### src/design/divsqrt_pkg.sv
// ------------------------------------------------
// Shared widths, operation codes and iteration counts
// for the integer divide and square-root unit
// ------------------------------------------------

`default_nettype none

package divsqrt_pkg;

  // ------------------------------------------------
  // Datapath widths
  // ------------------------------------------------
  // Operand, quotient, root and remainder width
  localparam int unsigned DATA_W = 16;
  // Tag carried alongside every operation
  localparam int unsigned TAG_W = 4;

  // ------------------------------------------------
  // Operation encoding
  // ------------------------------------------------
  // Unsigned divide giving quotient and remainder
  localparam logic OP_DIV = 1'b0;
  // Integer square root giving root and remainder
  localparam logic OP_SQRT = 1'b1;

  // ------------------------------------------------
  // Iteration counts
  // ------------------------------------------------
  // One quotient bit per cycle
  localparam int unsigned DIV_ITERS = 16;
  // One root bit per cycle, two radicand bits consumed each time
  localparam int unsigned SQRT_ITERS = 8;
  // Counter must hold DIV_ITERS itself
  localparam int unsigned CNT_W = 5;

  // ------------------------------------------------
  // Stage payloads
  // ------------------------------------------------
  // Input side packs opa, opb, op and tag
  localparam int unsigned IN_PAYLOAD_W = 2 * DATA_W + 1 + TAG_W;
  // Output side packs result, remainder, dz flag and tag
  localparam int unsigned OUT_PAYLOAD_W = 2 * DATA_W + 1 + TAG_W;

endpackage

`default_nettype wire

### src/design/divsqrt_pipe_reg.sv
// ------------------------------------------------
// Single elastic valid/ready register slice with flush
// Used on both the input and the output side of the unit
// ------------------------------------------------

`timescale 1ns/100ps
`default_nettype none

module divsqrt_pipe_reg #(
  parameter int unsigned PAYLOAD_W = 32
) (
  input  logic                 clk_i,
  input  logic                 rst_n_i,
  // Synchronous clear of the stage contents
  input  logic                 flush_i,
  // Upstream side
  input  logic                 valid_i,
  input  logic [PAYLOAD_W-1:0] data_i,
  output logic                 ready_o,
  // Downstream side
  output logic                 valid_o,
  output logic [PAYLOAD_W-1:0] data_o,
  input  logic                 ready_i
);

  logic                 valid_q;
  logic [PAYLOAD_W-1:0] data_q;
  logic                 load_en;

  // ------------------------------------------------
  // Handshake
  // ------------------------------------------------
  // Advance when downstream takes our item or when we only hold a bubble
  assign ready_o = ready_i | ~valid_q;

  // Data moves only on a real transfer into the slice
  assign load_en = valid_i & ready_o;

  // Valid flag, flush beats a load
  always_ff @(posedge clk_i or negedge rst_n_i) begin
    if (!rst_n_i) begin
      valid_q <= 1'b0;
    end else if (flush_i) begin
      valid_q <= 1'b0;
    end else if (ready_o) begin
      valid_q <= valid_i;
    end
  end

  // ------------------------------------------------
  // Payload
  // ------------------------------------------------
  // Cleared on reset so that outputs start at a known zero
  always_ff @(posedge clk_i or negedge rst_n_i) begin
    if (!rst_n_i) begin
      data_q <= '0;
    end else if (load_en) begin
      data_q <= data_i;
    end
  end

  assign valid_o = valid_q;
  assign data_o  = data_q;

endmodule

`default_nettype wire

### src/design/divsqrt_ctrl.sv
// ------------------------------------------------
// IDLE/BUSY/HOLD control FSM around the iterative core
// Starts operations, keeps the tag, offers results downstream
// ------------------------------------------------

`timescale 1ns/100ps
`default_nettype none

module divsqrt_ctrl
  import divsqrt_pkg::*;
(
  input  logic             clk_i,
  input  logic             rst_n_i,
  input  logic             flush_i,
  // From the input stage
  input  logic             in_valid_i,
  input  logic [TAG_W-1:0] tag_i,
  output logic             in_ready_o,
  // Core interface
  output logic             unit_start_o,
  input  logic             unit_done_i,
  // Toward the output stage
  output logic             out_valid_o,
  output logic [TAG_W-1:0] tag_o,
  input  logic             out_ready_i,
  // Operation in flight
  output logic             busy_o
);

  // FSM encodings
  localparam logic [1:0] ST_IDLE = 2'd0;
  localparam logic [1:0] ST_BUSY = 2'd1;
  localparam logic [1:0] ST_HOLD = 2'd2;

  logic [1:0]       state_q;
  logic [1:0]       state_d;
  logic [TAG_W-1:0] tag_q;

  // A new operation starts whenever the input item is acknowledged
  assign unit_start_o = in_valid_i & in_ready_o & ~flush_i;

  // ------------------------------------------------
  // Next state and handshake outputs
  // ------------------------------------------------
  always_comb begin
    in_ready_o  = 1'b0;
    out_valid_o = 1'b0;
    busy_o      = 1'b0;
    state_d     = state_q;
    case (state_q)
      // Waiting for work, unit is free
      ST_IDLE: begin
        in_ready_o = 1'b1;
        if (in_valid_i) begin
          state_d = ST_BUSY;
        end
      end
      // Core iterating
      ST_BUSY: begin
        busy_o = 1'b1;
        if (unit_done_i) begin
          out_valid_o = 1'b1;
          if (out_ready_i) begin
            // Result taken, next item may start in the same cycle
            in_ready_o = 1'b1;
            state_d    = in_valid_i ? ST_BUSY : ST_IDLE;
          end else begin
            state_d = ST_HOLD;
          end
        end
      end
      // Result waiting on back-pressure, core outputs stay put
      ST_HOLD: begin
        busy_o      = 1'b1;
        out_valid_o = 1'b1;
        if (out_ready_i) begin
          in_ready_o = 1'b1;
          state_d    = in_valid_i ? ST_BUSY : ST_IDLE;
        end
      end
      default: state_d = ST_IDLE;
    endcase
    // Flush drops everything in flight
    if (flush_i) begin
      out_valid_o = 1'b0;
      busy_o      = 1'b0;
      state_d     = ST_IDLE;
    end
  end

  // State register
  always_ff @(posedge clk_i or negedge rst_n_i) begin
    if (!rst_n_i) begin
      state_q <= ST_IDLE;
    end else begin
      state_q <= state_d;
    end
  end

  // Tag follows the operation from start to result
  always_ff @(posedge clk_i) begin
    if (unit_start_o) begin
      tag_q <= tag_i;
    end
  end

  assign tag_o = tag_q;

endmodule

`default_nettype wire

### src/design/divsqrt_iter_unit.sv
// ------------------------------------------------
// Iterative core, restoring divide at one bit per cycle
// and digit-by-digit square root at one root bit per cycle
// ------------------------------------------------

`timescale 1ns/100ps
`default_nettype none

module divsqrt_iter_unit
  import divsqrt_pkg::*;
(
  input  logic              clk_i,
  input  logic              rst_n_i,
  // Abort the running operation
  input  logic              kill_i,
  input  logic              start_i,
  input  logic              op_i,
  input  logic [DATA_W-1:0] opa_i,
  input  logic [DATA_W-1:0] opb_i,
  // One-cycle completion pulse
  output logic              done_o,
  output logic [DATA_W-1:0] result_o,
  output logic [DATA_W-1:0] rem_o,
  output logic              dz_o
);

  // Control state
  logic             run_q;
  logic [CNT_W-1:0] cnt_q;
  logic             dz_q;
  // Datapath registers
  logic                  op_q;
  logic [DATA_W-1:0]     quot_q;   // dividend or radicand shifting out, quotient in
  logic [DATA_W-1:0]     rem_q;    // partial remainder for both operations
  logic [DATA_W-1:0]     div_q;    // divisor
  logic [DATA_W/2-1:0]   root_q;
  logic                  start_dz;
  logic                  iter_en;
  // Divide step
  logic [DATA_W:0]       d_shift;
  logic [DATA_W:0]       d_diff;
  logic                  d_ge;
  // Root step
  logic [DATA_W+1:0]     s_shift;
  logic [DATA_W+1:0]     s_trial;
  logic [DATA_W+1:0]     s_diff;
  logic                  s_ge;

  // Zero divisor spotted when the operation is launched
  assign start_dz = (op_i == OP_DIV) && (opb_i == '0);
  // Iterate while counting down, frozen result for divide by zero
  assign iter_en  = run_q & (cnt_q != '0) & ~dz_q;
  // Finished once the counter has run out
  assign done_o   = run_q & (cnt_q == '0);

  // ------------------------------------------------
  // Step arithmetic
  // ------------------------------------------------
  // Bring down the next dividend bit and trial subtract
  assign d_shift = {rem_q, quot_q[DATA_W-1]};
  assign d_diff  = d_shift - {1'b0, div_q};
  assign d_ge    = d_shift >= {1'b0, div_q};

  // Bring down two radicand bits, trial value is 4*root+1
  assign s_shift = {rem_q, quot_q[DATA_W-1 -: 2]};
  assign s_trial = {{(DATA_W/2){1'b0}}, root_q, 2'b01};
  assign s_diff  = s_shift - s_trial;
  assign s_ge    = s_shift >= s_trial;

  // ------------------------------------------------
  // Sequencing
  // ------------------------------------------------
  always_ff @(posedge clk_i or negedge rst_n_i) begin
    if (!rst_n_i) begin
      run_q <= 1'b0;
      cnt_q <= '0;
      dz_q  <= 1'b0;
    end else if (kill_i) begin
      run_q <= 1'b0;
    end else if (start_i) begin
      run_q <= 1'b1;
      cnt_q <= (op_i == OP_SQRT) ? CNT_W'(SQRT_ITERS) : CNT_W'(DIV_ITERS);
      dz_q  <= start_dz;
    end else if (done_o) begin
      run_q <= 1'b0;
    end else if (run_q) begin
      cnt_q <= cnt_q - 1'b1;
    end
  end

  // ------------------------------------------------
  // Datapath
  // ------------------------------------------------
  always_ff @(posedge clk_i) begin
    if (start_i) begin
      op_q   <= op_i;
      div_q  <= opb_i;
      root_q <= '0;
      // Divide by zero forces all ones with the dividend left over
      quot_q <= start_dz ? '1 : opa_i;
      rem_q  <= start_dz ? opa_i : '0;
    end else if (iter_en) begin
      if (op_q == OP_DIV) begin
        quot_q <= {quot_q[DATA_W-2:0], d_ge};
        rem_q  <= d_ge ? d_diff[DATA_W-1:0] : d_shift[DATA_W-1:0];
      end else begin
        quot_q <= {quot_q[DATA_W-3:0], 2'b00};
        root_q <= {root_q[DATA_W/2-2:0], s_ge};
        rem_q  <= s_ge ? s_diff[DATA_W-1:0] : s_shift[DATA_W-1:0];
      end
    end
  end

  // Root is zero extended to the full result width
  assign result_o = (op_q == OP_SQRT) ? {{(DATA_W/2){1'b0}}, root_q} : quot_q;
  assign rem_o    = rem_q;
  assign dz_o     = dz_q;

endmodule

`default_nettype wire

### src/design/divsqrt_top.sv
// ------------------------------------------------
// Top level of the divide/square-root unit
// Input slice, control FSM with core, then output slice
// ------------------------------------------------

`timescale 1ns/100ps
`default_nettype none

module divsqrt_top
  import divsqrt_pkg::*;
(
  input  logic              clk_i,
  input  logic              rst_n_i,
  // Upstream handshake and operands
  input  logic              in_valid_i,
  output logic              in_ready_o,
  input  logic [DATA_W-1:0] opa_i,
  input  logic [DATA_W-1:0] opb_i,
  input  logic              op_i,
  input  logic [TAG_W-1:0]  tag_i,
  input  logic              flush_i,
  // Downstream handshake and results
  output logic              out_valid_o,
  input  logic              out_ready_i,
  output logic [DATA_W-1:0] result_o,
  output logic [DATA_W-1:0] rem_o,
  output logic              dz_o,
  output logic [TAG_W-1:0]  tag_o,
  // Anything in flight
  output logic              busy_o
);

  // Input slice
  logic                     in_valid_q;
  logic [IN_PAYLOAD_W-1:0]  in_data_q;
  logic                     ctrl_in_ready;
  // Unpacked input item
  logic [DATA_W-1:0]        opa_q;
  logic [DATA_W-1:0]        opb_q;
  logic                     op_q;
  logic [TAG_W-1:0]         tag_q;
  // Core and control
  logic                     unit_start;
  logic                     unit_done;
  logic [DATA_W-1:0]        unit_result;
  logic [DATA_W-1:0]        unit_rem;
  logic                     unit_dz;
  logic                     ctrl_out_valid;
  logic [TAG_W-1:0]         ctrl_tag;
  logic                     ctrl_busy;
  // Output slice
  logic                     out_stage_ready;
  logic                     out_valid_q;
  logic [OUT_PAYLOAD_W-1:0] out_data_q;

  // ------------------------------------------------
  // Input side
  // ------------------------------------------------
  divsqrt_pipe_reg #(
    .PAYLOAD_W (IN_PAYLOAD_W)
  ) u_in_stage (
    .clk_i   (clk_i),
    .rst_n_i (rst_n_i),
    .flush_i (flush_i),
    .valid_i (in_valid_i),
    .data_i  ({opa_i, opb_i, op_i, tag_i}),
    .ready_o (in_ready_o),
    .valid_o (in_valid_q),
    .data_o  (in_data_q),
    .ready_i (ctrl_in_ready)
  );

  assign {opa_q, opb_q, op_q, tag_q} = in_data_q;

  // ------------------------------------------------
  // Processing
  // ------------------------------------------------
  divsqrt_ctrl u_ctrl (
    .clk_i        (clk_i),
    .rst_n_i      (rst_n_i),
    .flush_i      (flush_i),
    .in_valid_i   (in_valid_q),
    .tag_i        (tag_q),
    .in_ready_o   (ctrl_in_ready),
    .unit_start_o (unit_start),
    .unit_done_i  (unit_done),
    .out_valid_o  (ctrl_out_valid),
    .tag_o        (ctrl_tag),
    .out_ready_i  (out_stage_ready),
    .busy_o       (ctrl_busy)
  );

  // Operands go straight from the input slice to the core
  divsqrt_iter_unit u_unit (
    .clk_i    (clk_i),
    .rst_n_i  (rst_n_i),
    .kill_i   (flush_i),
    .start_i  (unit_start),
    .op_i     (op_q),
    .opa_i    (opa_q),
    .opb_i    (opb_q),
    .done_o   (unit_done),
    .result_o (unit_result),
    .rem_o    (unit_rem),
    .dz_o     (unit_dz)
  );

  // ------------------------------------------------
  // Output side
  // ------------------------------------------------
  divsqrt_pipe_reg #(
    .PAYLOAD_W (OUT_PAYLOAD_W)
  ) u_out_stage (
    .clk_i   (clk_i),
    .rst_n_i (rst_n_i),
    .flush_i (flush_i),
    .valid_i (ctrl_out_valid),
    .data_i  ({unit_result, unit_rem, unit_dz, ctrl_tag}),
    .ready_o (out_stage_ready),
    .valid_o (out_valid_q),
    .data_o  (out_data_q),
    .ready_i (out_ready_i)
  );

  assign {result_o, rem_o, dz_o, tag_o} = out_data_q;
  assign out_valid_o = out_valid_q;

  // Busy covers both slices and the core
  assign busy_o = in_valid_q | ctrl_busy | out_valid_q;

endmodule

`default_nettype wire

### config.mk
export PLATFORM = sky130hd
export DESIGN_NAME = divsqrt_top
export DESIGN_NICKNAME = d
export VERILOG_FILES = /design/src/design/divsqrt_pkg.sv /design/src/design/divsqrt_pipe_reg.sv /design/src/design/divsqrt_ctrl.sv /design/src/design/divsqrt_iter_unit.sv /design/src/design/divsqrt_top.sv
export SDC_FILE = /design/constraint.sdc
export NUM_CORES = 1
export LEC_CHECK = 0
export BUFFER_PORTS_ARGS = -buffer_cell sky130_fd_sc_hd__buf_2
export CAP_MARGIN = 15
export CORE_MARGIN = 3
export CORE_UTILIZATION = 33
export DETAILED_ROUTE_END_ITERATION = 8
export HOLD_SLACK_MARGIN = 0.03
export SLEW_MARGIN = 10
export SYNTH_ARGS = -nofsm -noshare
export SYNTH_HDL_FRONTEND = slang
export SYNTH_SLANG_ARGS = --single-unit
export TNS_END_PERCENT = 50
### constraint.sdc
create_clock -name clk_i -period 4.6 [get_ports clk_i]
set_input_delay 0.46 -clock clk_i [delete_from_list [all_inputs] [get_ports clk_i]]
set_output_delay 0.46 -clock clk_i [all_outputs]
set_load 0.02 [all_outputs]
==> reports/metrics.cfg, run 1 <==
[route]
drc=0
first_pass_iters=6
drt-total-wl_mm=19.8
num_vias=5958
postRouteAntennaNets=0
via_per_inst=5.07
drt_iter0_drc=587
post_drt_wl_per_cell_um=16.9

[timing]
finalCriticalPeriod_ps=3360
skew_ps=6.69
drv_slew=0
tightest_slew_ps=1060
setup_viol=0
grt_setup_unrepaired=false
fin_crit_sh_pct=73.1
max-slew-margin-rel_pct=29.5
whs_ps=19.9
fin_tns_setup_ps=0
max_freq_mhz=297
hold_viol_final=0

[yosys]
ys_seq_area_share_pct=49.8
synth_edf_count=53
synth_largest_area_cell=dfrtp_1
syn_inst=771
synth_common_cells=nand2_1, dfrtp_1, a21oi_1, nor2_1, edfxtp_1
synth_top_family_by_area=compound AO/OA/AOI/OAI gates
yosysWarnings=0
synthMuxAreaShare_pct=7.67
synth_adder_area_share_pct=5.39
synth_most_common_cell=nand2_1
synth.top_cell.area_share_pct=27.3
ys_types=77
synth_compound_area_share_pct=15.5
synth_seq_cells=146
synthFlopType=dfrtp_1
synth_area_leaders=dfrtp_1, edfxtp_1, nand2_1
yosys.area_share.simple_pct=15.5
syn_area_sq_um=7800
synth_area_per_cell_sq_um=10.1
async_flop_share_pct=58.2
synth_xor_area_share_pct=2.47
mappedNetlistNets=846

[clock_tree]
cts_hold_buf=0
post_cts_buffers=0
tritoncts=yes
insertion_delay_ps=420
path_clk_slew_ps=60
cts_root_buf=clkbuf_16
htree_levels=4
cts_buffer_depth=2
numCtsBuffers=17
cts_resized=0
cts.sinks=146

[global_route]
use_met3_pct=3.04
grt.busiest_layer=met2
grt.met2_usage_pct=23.6
grt_util_met1_pct=23.2
grt_pass1_vias=5736
antenna_found_initial=0
grt_pass1_wl_mm=32.1
grt.overflow.total=0
grt_usage_pct=15.8
grt_max_degree=50

[setup_path]
path_max_fanout=5
r2r_cells=11
rr_startpoint=u_unit.quot_q[15]
cp.arrival_ps=3540
r2r_setup_slack_ps=1240
worstSetupPathType=reg -> reg
worstSetupStartpointType=flip-flop
cp-end-kind=flip-flop
timing.rr.end=u_unit.rem_o[12]
required_ps=4770

[power]
ir_drop_mv=0.240
p_per_area_nw_per_um2=458
p_leak_uw=0.00404

[finish]
area_delta_synth_final_pct=16.5
nNetsFinal=923
drive_gt1_share_pct=17.8
layout.cells.non_filler=1174
nFillCells=2300
multi_input_area_sq_um=3630
n_antenna_cell=0
seq_area_sq_um=3880

[placed_design]
place_congestion=0.909
port_buffers=81
hpwlAfterDp_mm=14.6
place_inst=1142

[floorplan]
die_h_um=160
fp.dieW_um=160
io_pins=82
rows=55
coreArea_sq_um=22900
start_util_pct=34.0
dieArea_sq_um=25500

[flow_run]
maxCapViolCount=0

[outcome]
status=completed

[min_path]
hold_class=in -> async

==> how the worst max path moves through the flow <==
| stage | endpoint | from | cells after the start |
|---|---|---|---|
| final | u_unit.rem_o[12] | u_unit.quot_q[15] | 11 |
| after global routing | u_unit.rem_o[12] | u_unit.quot_q[15] | 11 |
| after CTS | u_unit.rem_o[12] | u_unit.quot_q[15] | 11 |
| after detailed placement | u_unit.rem_o[12] | u_unit.quot_q[15] | 11 |
| after global placement | u_unit.rem_o[12] | u_unit.quot_q[15] | 11 |
| after floorplan | u_unit.quot_q[0] | u_unit.cnt_q[0] | 5 |
==> state kept, by name, summed over array words and instances, names as in the netlist <==
register / cells
u_ctrl.state_q: 2
u_ctrl.tag_o: 4
u_in_stage.data_o: 37
u_in_stage.valid_o: 1
u_out_stage.data_o: 37
u_out_stage.valid_o: 1
u_unit.cnt_q: 5
u_unit.div_q: 16
u_unit.dz_o: 1
u_unit.op_q: 1
u_unit.quot_q: 16
u_unit.rem_o: 16
u_unit.root_q: 8
u_unit.run_q: 1
==> cell families (layout without fill, tap and decap cells) <==
| kind of cell | count (synthesis) | after routing |
|---|---|---|
| and+or+nand+nor | 263 | 263 |
| buffers and inverters | 71 | 161 |
| AOI/OAI and AO/OA | 182 | 182 |
| DFF | 146 | 146 |
| xor gates and xnor gates | 22 | 22 |
| muxes | 54 | 54 |
| adders and majority gates | 33 | 33 |
==> worst max-delay path, stage by stage (launching register included) <==
cell	delay (ps)
edfxtp_1	460
inv_1	190
ha_1	260
inv_1	70
fa_1	390
a21o_1	210
a221oi_2	360
o221ai_1	260
o41ai_1	370
xor2_1	210
nor3_1	60
a311o_1	270
==> routing by layer <==
metal / part of all wire (%) / vias to the layer above
met3: 5.2 / 23
met4: 2.0 / 0
met5: 0 / -
met2: 44 / 167
li1: - / 2917
met1: 49 / 2851
==> layout make-up <==
| type | count | share of cell area, % |
|---|---|---|
| Clock inverter | 14 | 1.51 |
| Inverter | 41 | 1.69 |
| Multi-Input combinational cell | 554 | 40.0 |
| Sequential cell | 146 | 42.7 |
| Tap cell | 313 | 4.31 |
| Clock buffer | 18 | 4.72 |
| Timing Repair Buffer | 88 | 5.07 |
==> report_power, final <==
| part | switching, uW | internal [uW] | total [uW] |
|---|---|---|---|
| Clock | 561 | 795 | 1360 |
| Sequential | 162 | 1550 | 1710 |
| Combinational | 625 | 467 | 1090 |
| Total | 1350 | 2810 | 4160 |
==> through the flow <==
stage                     area [sq um]  power, uW  util, %  setup WS (ps)
final                             9080       4160     39.6           1240
after global routing              9080       4400     39.6           1120
after CTS                         9080       4190     39.6           1280
after detailed placement          8520       2820     37.2           1290
after global placement            8520       2810     37.2           1430
after floorplan                   7800       2510        -            917
==> cell usage in the layout, fill, tap and decap left out, types with 5 or more instances in the layout <==
master,n
a211oi_1,5
a21o_1,10
a21oi_1,64
buf_2,80
buf_4,8
clkbuf_16,17
dfrtp_1,85
dfxtp_1,8
edfxtp_1,53
ha_1,32
inv_1,40
mux2_1,26
mux2_2,12
mux2i_1,14
nand2_1,116
nand2b_1,6
nand3_1,21
nand4_1,6
nor2_1,62
nor2b_1,11
nor3_1,12
nor4_1,5
o211ai_1,6
o21a_1,5
o21ai_0,31
o21ai_1,7
or3_1,7
xnor2_1,14
xor2_1,8
Power figures use the tool's default switching activity.
==> run 2: changes to the inputs <==
==> constraint.sdc (replaced) <==
create_clock -name clk_i -period 2.9 [get_ports clk_i]
set_input_delay 0.29 -clock clk_i [delete_from_list [all_inputs] [get_ports clk_i]]
set_output_delay 0.29 -clock clk_i [all_outputs]
set_load 0.02 [all_outputs]
==> run 2 against run 1 <==
Setup slack worse by 1200 ps; fmax up 18%; clock power grew 59%; count of clock-buffer cells in the layout grew 2; critical path type unchanged; critical endpoint unchanged.
==> reports/metrics.cfg, run 2 (same netlist as run 1, synthesis figures left out) <==
[outcome]
status=completed

[timing]
setup_viol=0
finalCriticalPeriod_ps=2850
skew_ps=12.4
max_freq_mhz=351
whs_ps=64.0
grt_setup_unrepaired=true
max-slew-margin-rel_pct=57.9
hold_viol_final=0
tightest_slew_ps=630
fin_crit_sh_pct=98.1
drv_slew=0

[clock_tree]
numCtsBuffers=17
htree_levels=4
path_clk_slew_ps=70
cts.sinks=146
tritoncts=yes
cts_root_buf=clkbuf_16
cts_buffer_depth=2
insertion_delay_ps=430

[finish]
n_antenna_cell=0
nNetsFinal=959
final_core_util_pct=41.3
area_delta_synth_final_pct=21.3
final_common_cell=nand2_1
layout_common_cells=nand2_1, dfrtp_1, buf_2
drive_gt1_share_pct=21.9

[global_route]
grt.overflow.total=0
grt_max_degree=86
grt_pass1_wl_mm=33.1
grt_usage_pct=16.4
antenna_found_initial=0
grt_pass1_vias=6069

[placed_design]
hpwlAfterDp_mm=15.2
port_buffers=81
place_congestion=0.911

[route]
drt-total-wl_mm=20.6
first_pass_iters=5
num_vias=6199
drt_iter0_drc=401
drc=0
postRouteAntennaNets=0
via_per_inst=5.12
post_drt_wl_per_cell_um=17.0

[setup_path]
path_max_fanout=3
required_ps=3070
worstSetupStartpointType=flip-flop
cp.arrival_ps=3020
worstSetupPathType=reg -> reg
cp-end-kind=flip-flop

[floorplan]
start_util_pct=34.0
die_h_um=160
io_pins=82
dieArea_sq_um=25500
rows=55
fp.dieW_um=160
coreArea_sq_um=22900

[flow_run]
maxCapViolCount=0

[power]
ir_drop_mv=0.466
p_leak_uw=0.00424
p_per_area_nw_per_um2=713

[min_path]
hold_class=in -> reg

[run 2: metrics by stage]
stage	setup slack, ps	std cells	power, uW	TNS, ps	cell area [sq um]
finish	54.1	1210	6750	0	9460
detailed placement	59.9	1176	4580	0	8850
CTS	42.4	1209	6760	0	9430
floorplan	23.0	771	3980	0	7810
global route	-37.4	1210	7120	-46.0	9460
global placement	122	1176	4560	0	8850
[run 2: worst paths after layout]
check / startpoint / endpoint / slack (ps) / cells past startpoint
min reg2reg: u_ctrl.tag_o[1] / u_out_stage.data_o[1] / 440 / 2
max in group asynchronous: rst_n_i / u_out_stage.data_o[18] / 2090 / 3
min in group asynchronous: rst_n_i / u_in_stage.data_o[2] / 420 / 3
max reg2reg: u_unit.quot_q[15] / u_unit.rem_o[12] / 50 / 11
min: opa_i[7] / u_in_stage.data_o[28] / 60 / 2
max: u_unit.quot_q[15] / u_unit.rem_o[12] / 50 / 11
[run 2: power by group]
| part | switching (uW) | leakage [uW] | total (uW) | internal, uW |
|---|---|---|---|---|
| Combinational | 1060 | 0.00233 | 1900 | 844 |
| Clock | 891 | 0.000269 | 2160 | 1270 |
| Sequential | 224 | 0.00164 | 2680 | 2460 |
[run 2: routing by layer]
metal	part of all wire, %	vias up	routed length (um)	global-route usage, %
met3	5.9	34	1220	3.63
met2	44	211	8990	24.7
met1	48	2966	9890	23.6
li1	-	2988	-	-
met5	0	-	0	0
met4	2.3	0	478	5.17
[run 2: worst max-delay path, cell delays in order (launching register included)]
cell and delay (ps):
edfxtp_1 410, inv_2 100, ha_4 130, inv_1 40, fa_2 340, a21o_1 190, a221oi_2 310, o221ai_2 170
o41ai_2 390, xor2_1 170, nor3_1 60, a311o_1 280
[run 2: cell type report]
cell class	count	area [sq um]
clock buffer	20	437
clock inverter	12	133
fill	2240	13500
inverter	41	154
multi-input combinational	554	3670
sequential	146	3880
tap	313	392
timing repair buffer	124	796
[run 2: what timing repair did]
action,in CTS,in global routing
buffers inserted,0,1
hold buffers,1,0
endpoints found under the setup margin,0,6
resized for setup,0,8
hold endpoints to repair,85,0
==> run 3: changes to the inputs <==
--- a/config.mk
+++ b/config.mk
@@ -11,6 +11,7 @@
 export CORE_UTILIZATION = 33
 export DETAILED_ROUTE_END_ITERATION = 8
 export HOLD_SLACK_MARGIN = 0.03
+export PLACE_DENSITY = 0.51
 export SLEW_MARGIN = 10
 export SYNTH_ARGS = -nofsm -noshare
 export SYNTH_HDL_FRONTEND = slang
==> run 3 against run 2 <==
Count of clock-buffer cells in the layout stayed put; clock power is 8% lower; critical path depth is 3 lower; hold slack better by 13 ps; sequential cell count stayed put; via count is 2.3% lower; critical endpoint is now u_unit.rem_o[1]; highest routed layer unchanged.
==> reports/metrics.cfg, run 3 (same netlist as run 1, synthesis figures left out) <==
[outcome]
status=completed

[min_path]
holdPathStages=2
hold_class=in -> reg
hp-start=opa_i[3]
min_to=u_in_stage.data_o[24]

[global_route]
grt_pass1_wl_mm=33.9
grt_usage_pct=16.8
grt_max_degree=50
grt_pass1_vias=6045
antenna_found_initial=0
grt.overflow.total=0

[finish]
nFillCells=2318
layout_common_cells=nand2_1, dfrtp_1, buf_2
area_delta_synth_final_pct=20.4
final_core_util_pct=41.0
drive_gt1_share_pct=21.8
n_antenna_cell=0
final_common_cell=nand2_1
nNetsFinal=961

[timing]
max-slew-margin-rel_pct=56.1
setup_viol=0
max_freq_mhz=363
finalCriticalPeriod_ps=2750
skew_ps=10.9
tightest_slew_ps=658
fin_tns_setup_ps=0
drv_slew=0
fin_crit_sh_pct=94.9
grt_setup_unrepaired=false
hold_viol_final=0

[floorplan]
coreArea_sq_um=22900
fp.dieW_um=160
io_pins=82
start_util_pct=34.0
dieArea_sq_um=25500
rows=55
die_h_um=160

[flow_run]
maxCapViolCount=0

[setup_path]
worstSetupPathType=reg -> reg
timing.rr.end=u_unit.rem_o[1]
cp.arrival_ps=2910
r2r_setup_slack_ps=150
cp-end-kind=flip-flop
rr_startpoint=u_unit.rem_o[7]
required_ps=3060
path_max_fanout=5
r2r_cells=8
worstSetupStartpointType=flip-flop

[clock_tree]
tritoncts=yes
htree_levels=4
cts.sinks=146
numCtsBuffers=17
cts_root_buf=clkbuf_16
cts_buffer_depth=2
path_clk_slew_ps=70
insertion_delay_ps=420

[power]
total_power_uw=6610
p_per_area_nw_per_um2=704
p_leak_uw=0.00423
ir_drop_mv=0.405

[placed_design]
hpwlAfterDp_mm=15.8
place_congestion=0.889
port_buffers=81

[route]
first_pass_iters=5
post_drt_wl_per_cell_um=17.2
drt_iter0_drc=390
via_per_inst=5.00
postRouteAntennaNets=0
drc=0
drt-total-wl_mm=20.8
num_vias=6059

==> run 3: cell types whose count changed in the layout (fill, tap and decap cells not counted), moves of 2 or more <==
cell,previous run,this run
buf_4,38,43
buf_12,5,2
bufinv_16,2,0
clkinv_2,1,3
ha_1,30,32
==> run 3: cell type report <==
cell class                      count  area, sq um  area share, %
Clock inverter                     12         83.8          0.893
Tap cell                          313          392           4.17
Timing Repair Buffer              126          773           8.23
Clock buffer                       20          437           4.65
Multi-Input combinational cell    554         3670           39.1
Inverter                           41          154           1.64
Sequential cell                   146         3880           41.3
==> run 3: where the power goes <==
part | internal, uW | switching (uW)
sequential | 2460 | 229
clock | 1090 | 895
combinational | 857 | 1080
==> run 3: critical path, stage by stage, from the launching register on <==
cell and delay [ps]:
edfxtp_1 510, ha_1 400, a21oi_1 190, o21ai_1 110
a31oi_1 290, a31o_2 310, nand2_8 70, mux2_4 310
a221o_1 310
==> run 3: per-layer routing <==
layer / wire, um / part of all wire [%] / track usage [%] / vias to the layer above
li1: - / - / - / 2999
met1: 10600 / 51 / 24.8 / 2903
met2: 9140 / 44 / 25.2 / 147
met3: 941 / 4.5 / 3.76 / 10
met4: 139 / 0.67 / 3.62 / 0
met5: 0 / 0 / 0 / -
==> run 3: worst max-delay path by stage <==
stage / from / slack, ps / end
after floorplan: u_unit.quot_q[15] / 20 / u_unit.rem_o[12]
after global placement: u_unit.quot_q[15] / 100 / u_unit.rem_o[12]
after detailed placement: u_unit.quot_q[15] / 10 / u_unit.rem_o[12]
after CTS: u_unit.quot_q[15] / 4 / u_unit.rem_o[12]
after global routing: u_unit.quot_q[15] / 20 / u_unit.rem_o[12]
final: u_unit.rem_o[7] / 150 / u_unit.rem_o[1]
==> run 3: what timing repair did <==
action                     in CTS  in global routing
setup buffers                   0                  1
gates resized for setup         0                  6
hold buffers                    1                  0
setup endpoints to repair       0                  4
hold endpoints to repair       36                  0
==> run 3: stage by stage <==
| stage | instance area [sq um] | setup slack [ps] | hold slack (ps) | instances |
|---|---|---|---|---|
| 2_1_floorplan | 7810 | 23.0 | -5.59 | 771 |
| 3_3_place_gp | 8820 | 95.4 | 302 | 1178 |
| 3_5_place_dp | 8820 | 12.5 | 299 | 1178 |
| 4_1_cts | 9350 | 4.40 | 61.5 | 1211 |
| 5_1_grt | 9390 | 23.5 | 52.8 | 1212 |
| 6_report | 9390 | 148 | 77.0 | 1212 |
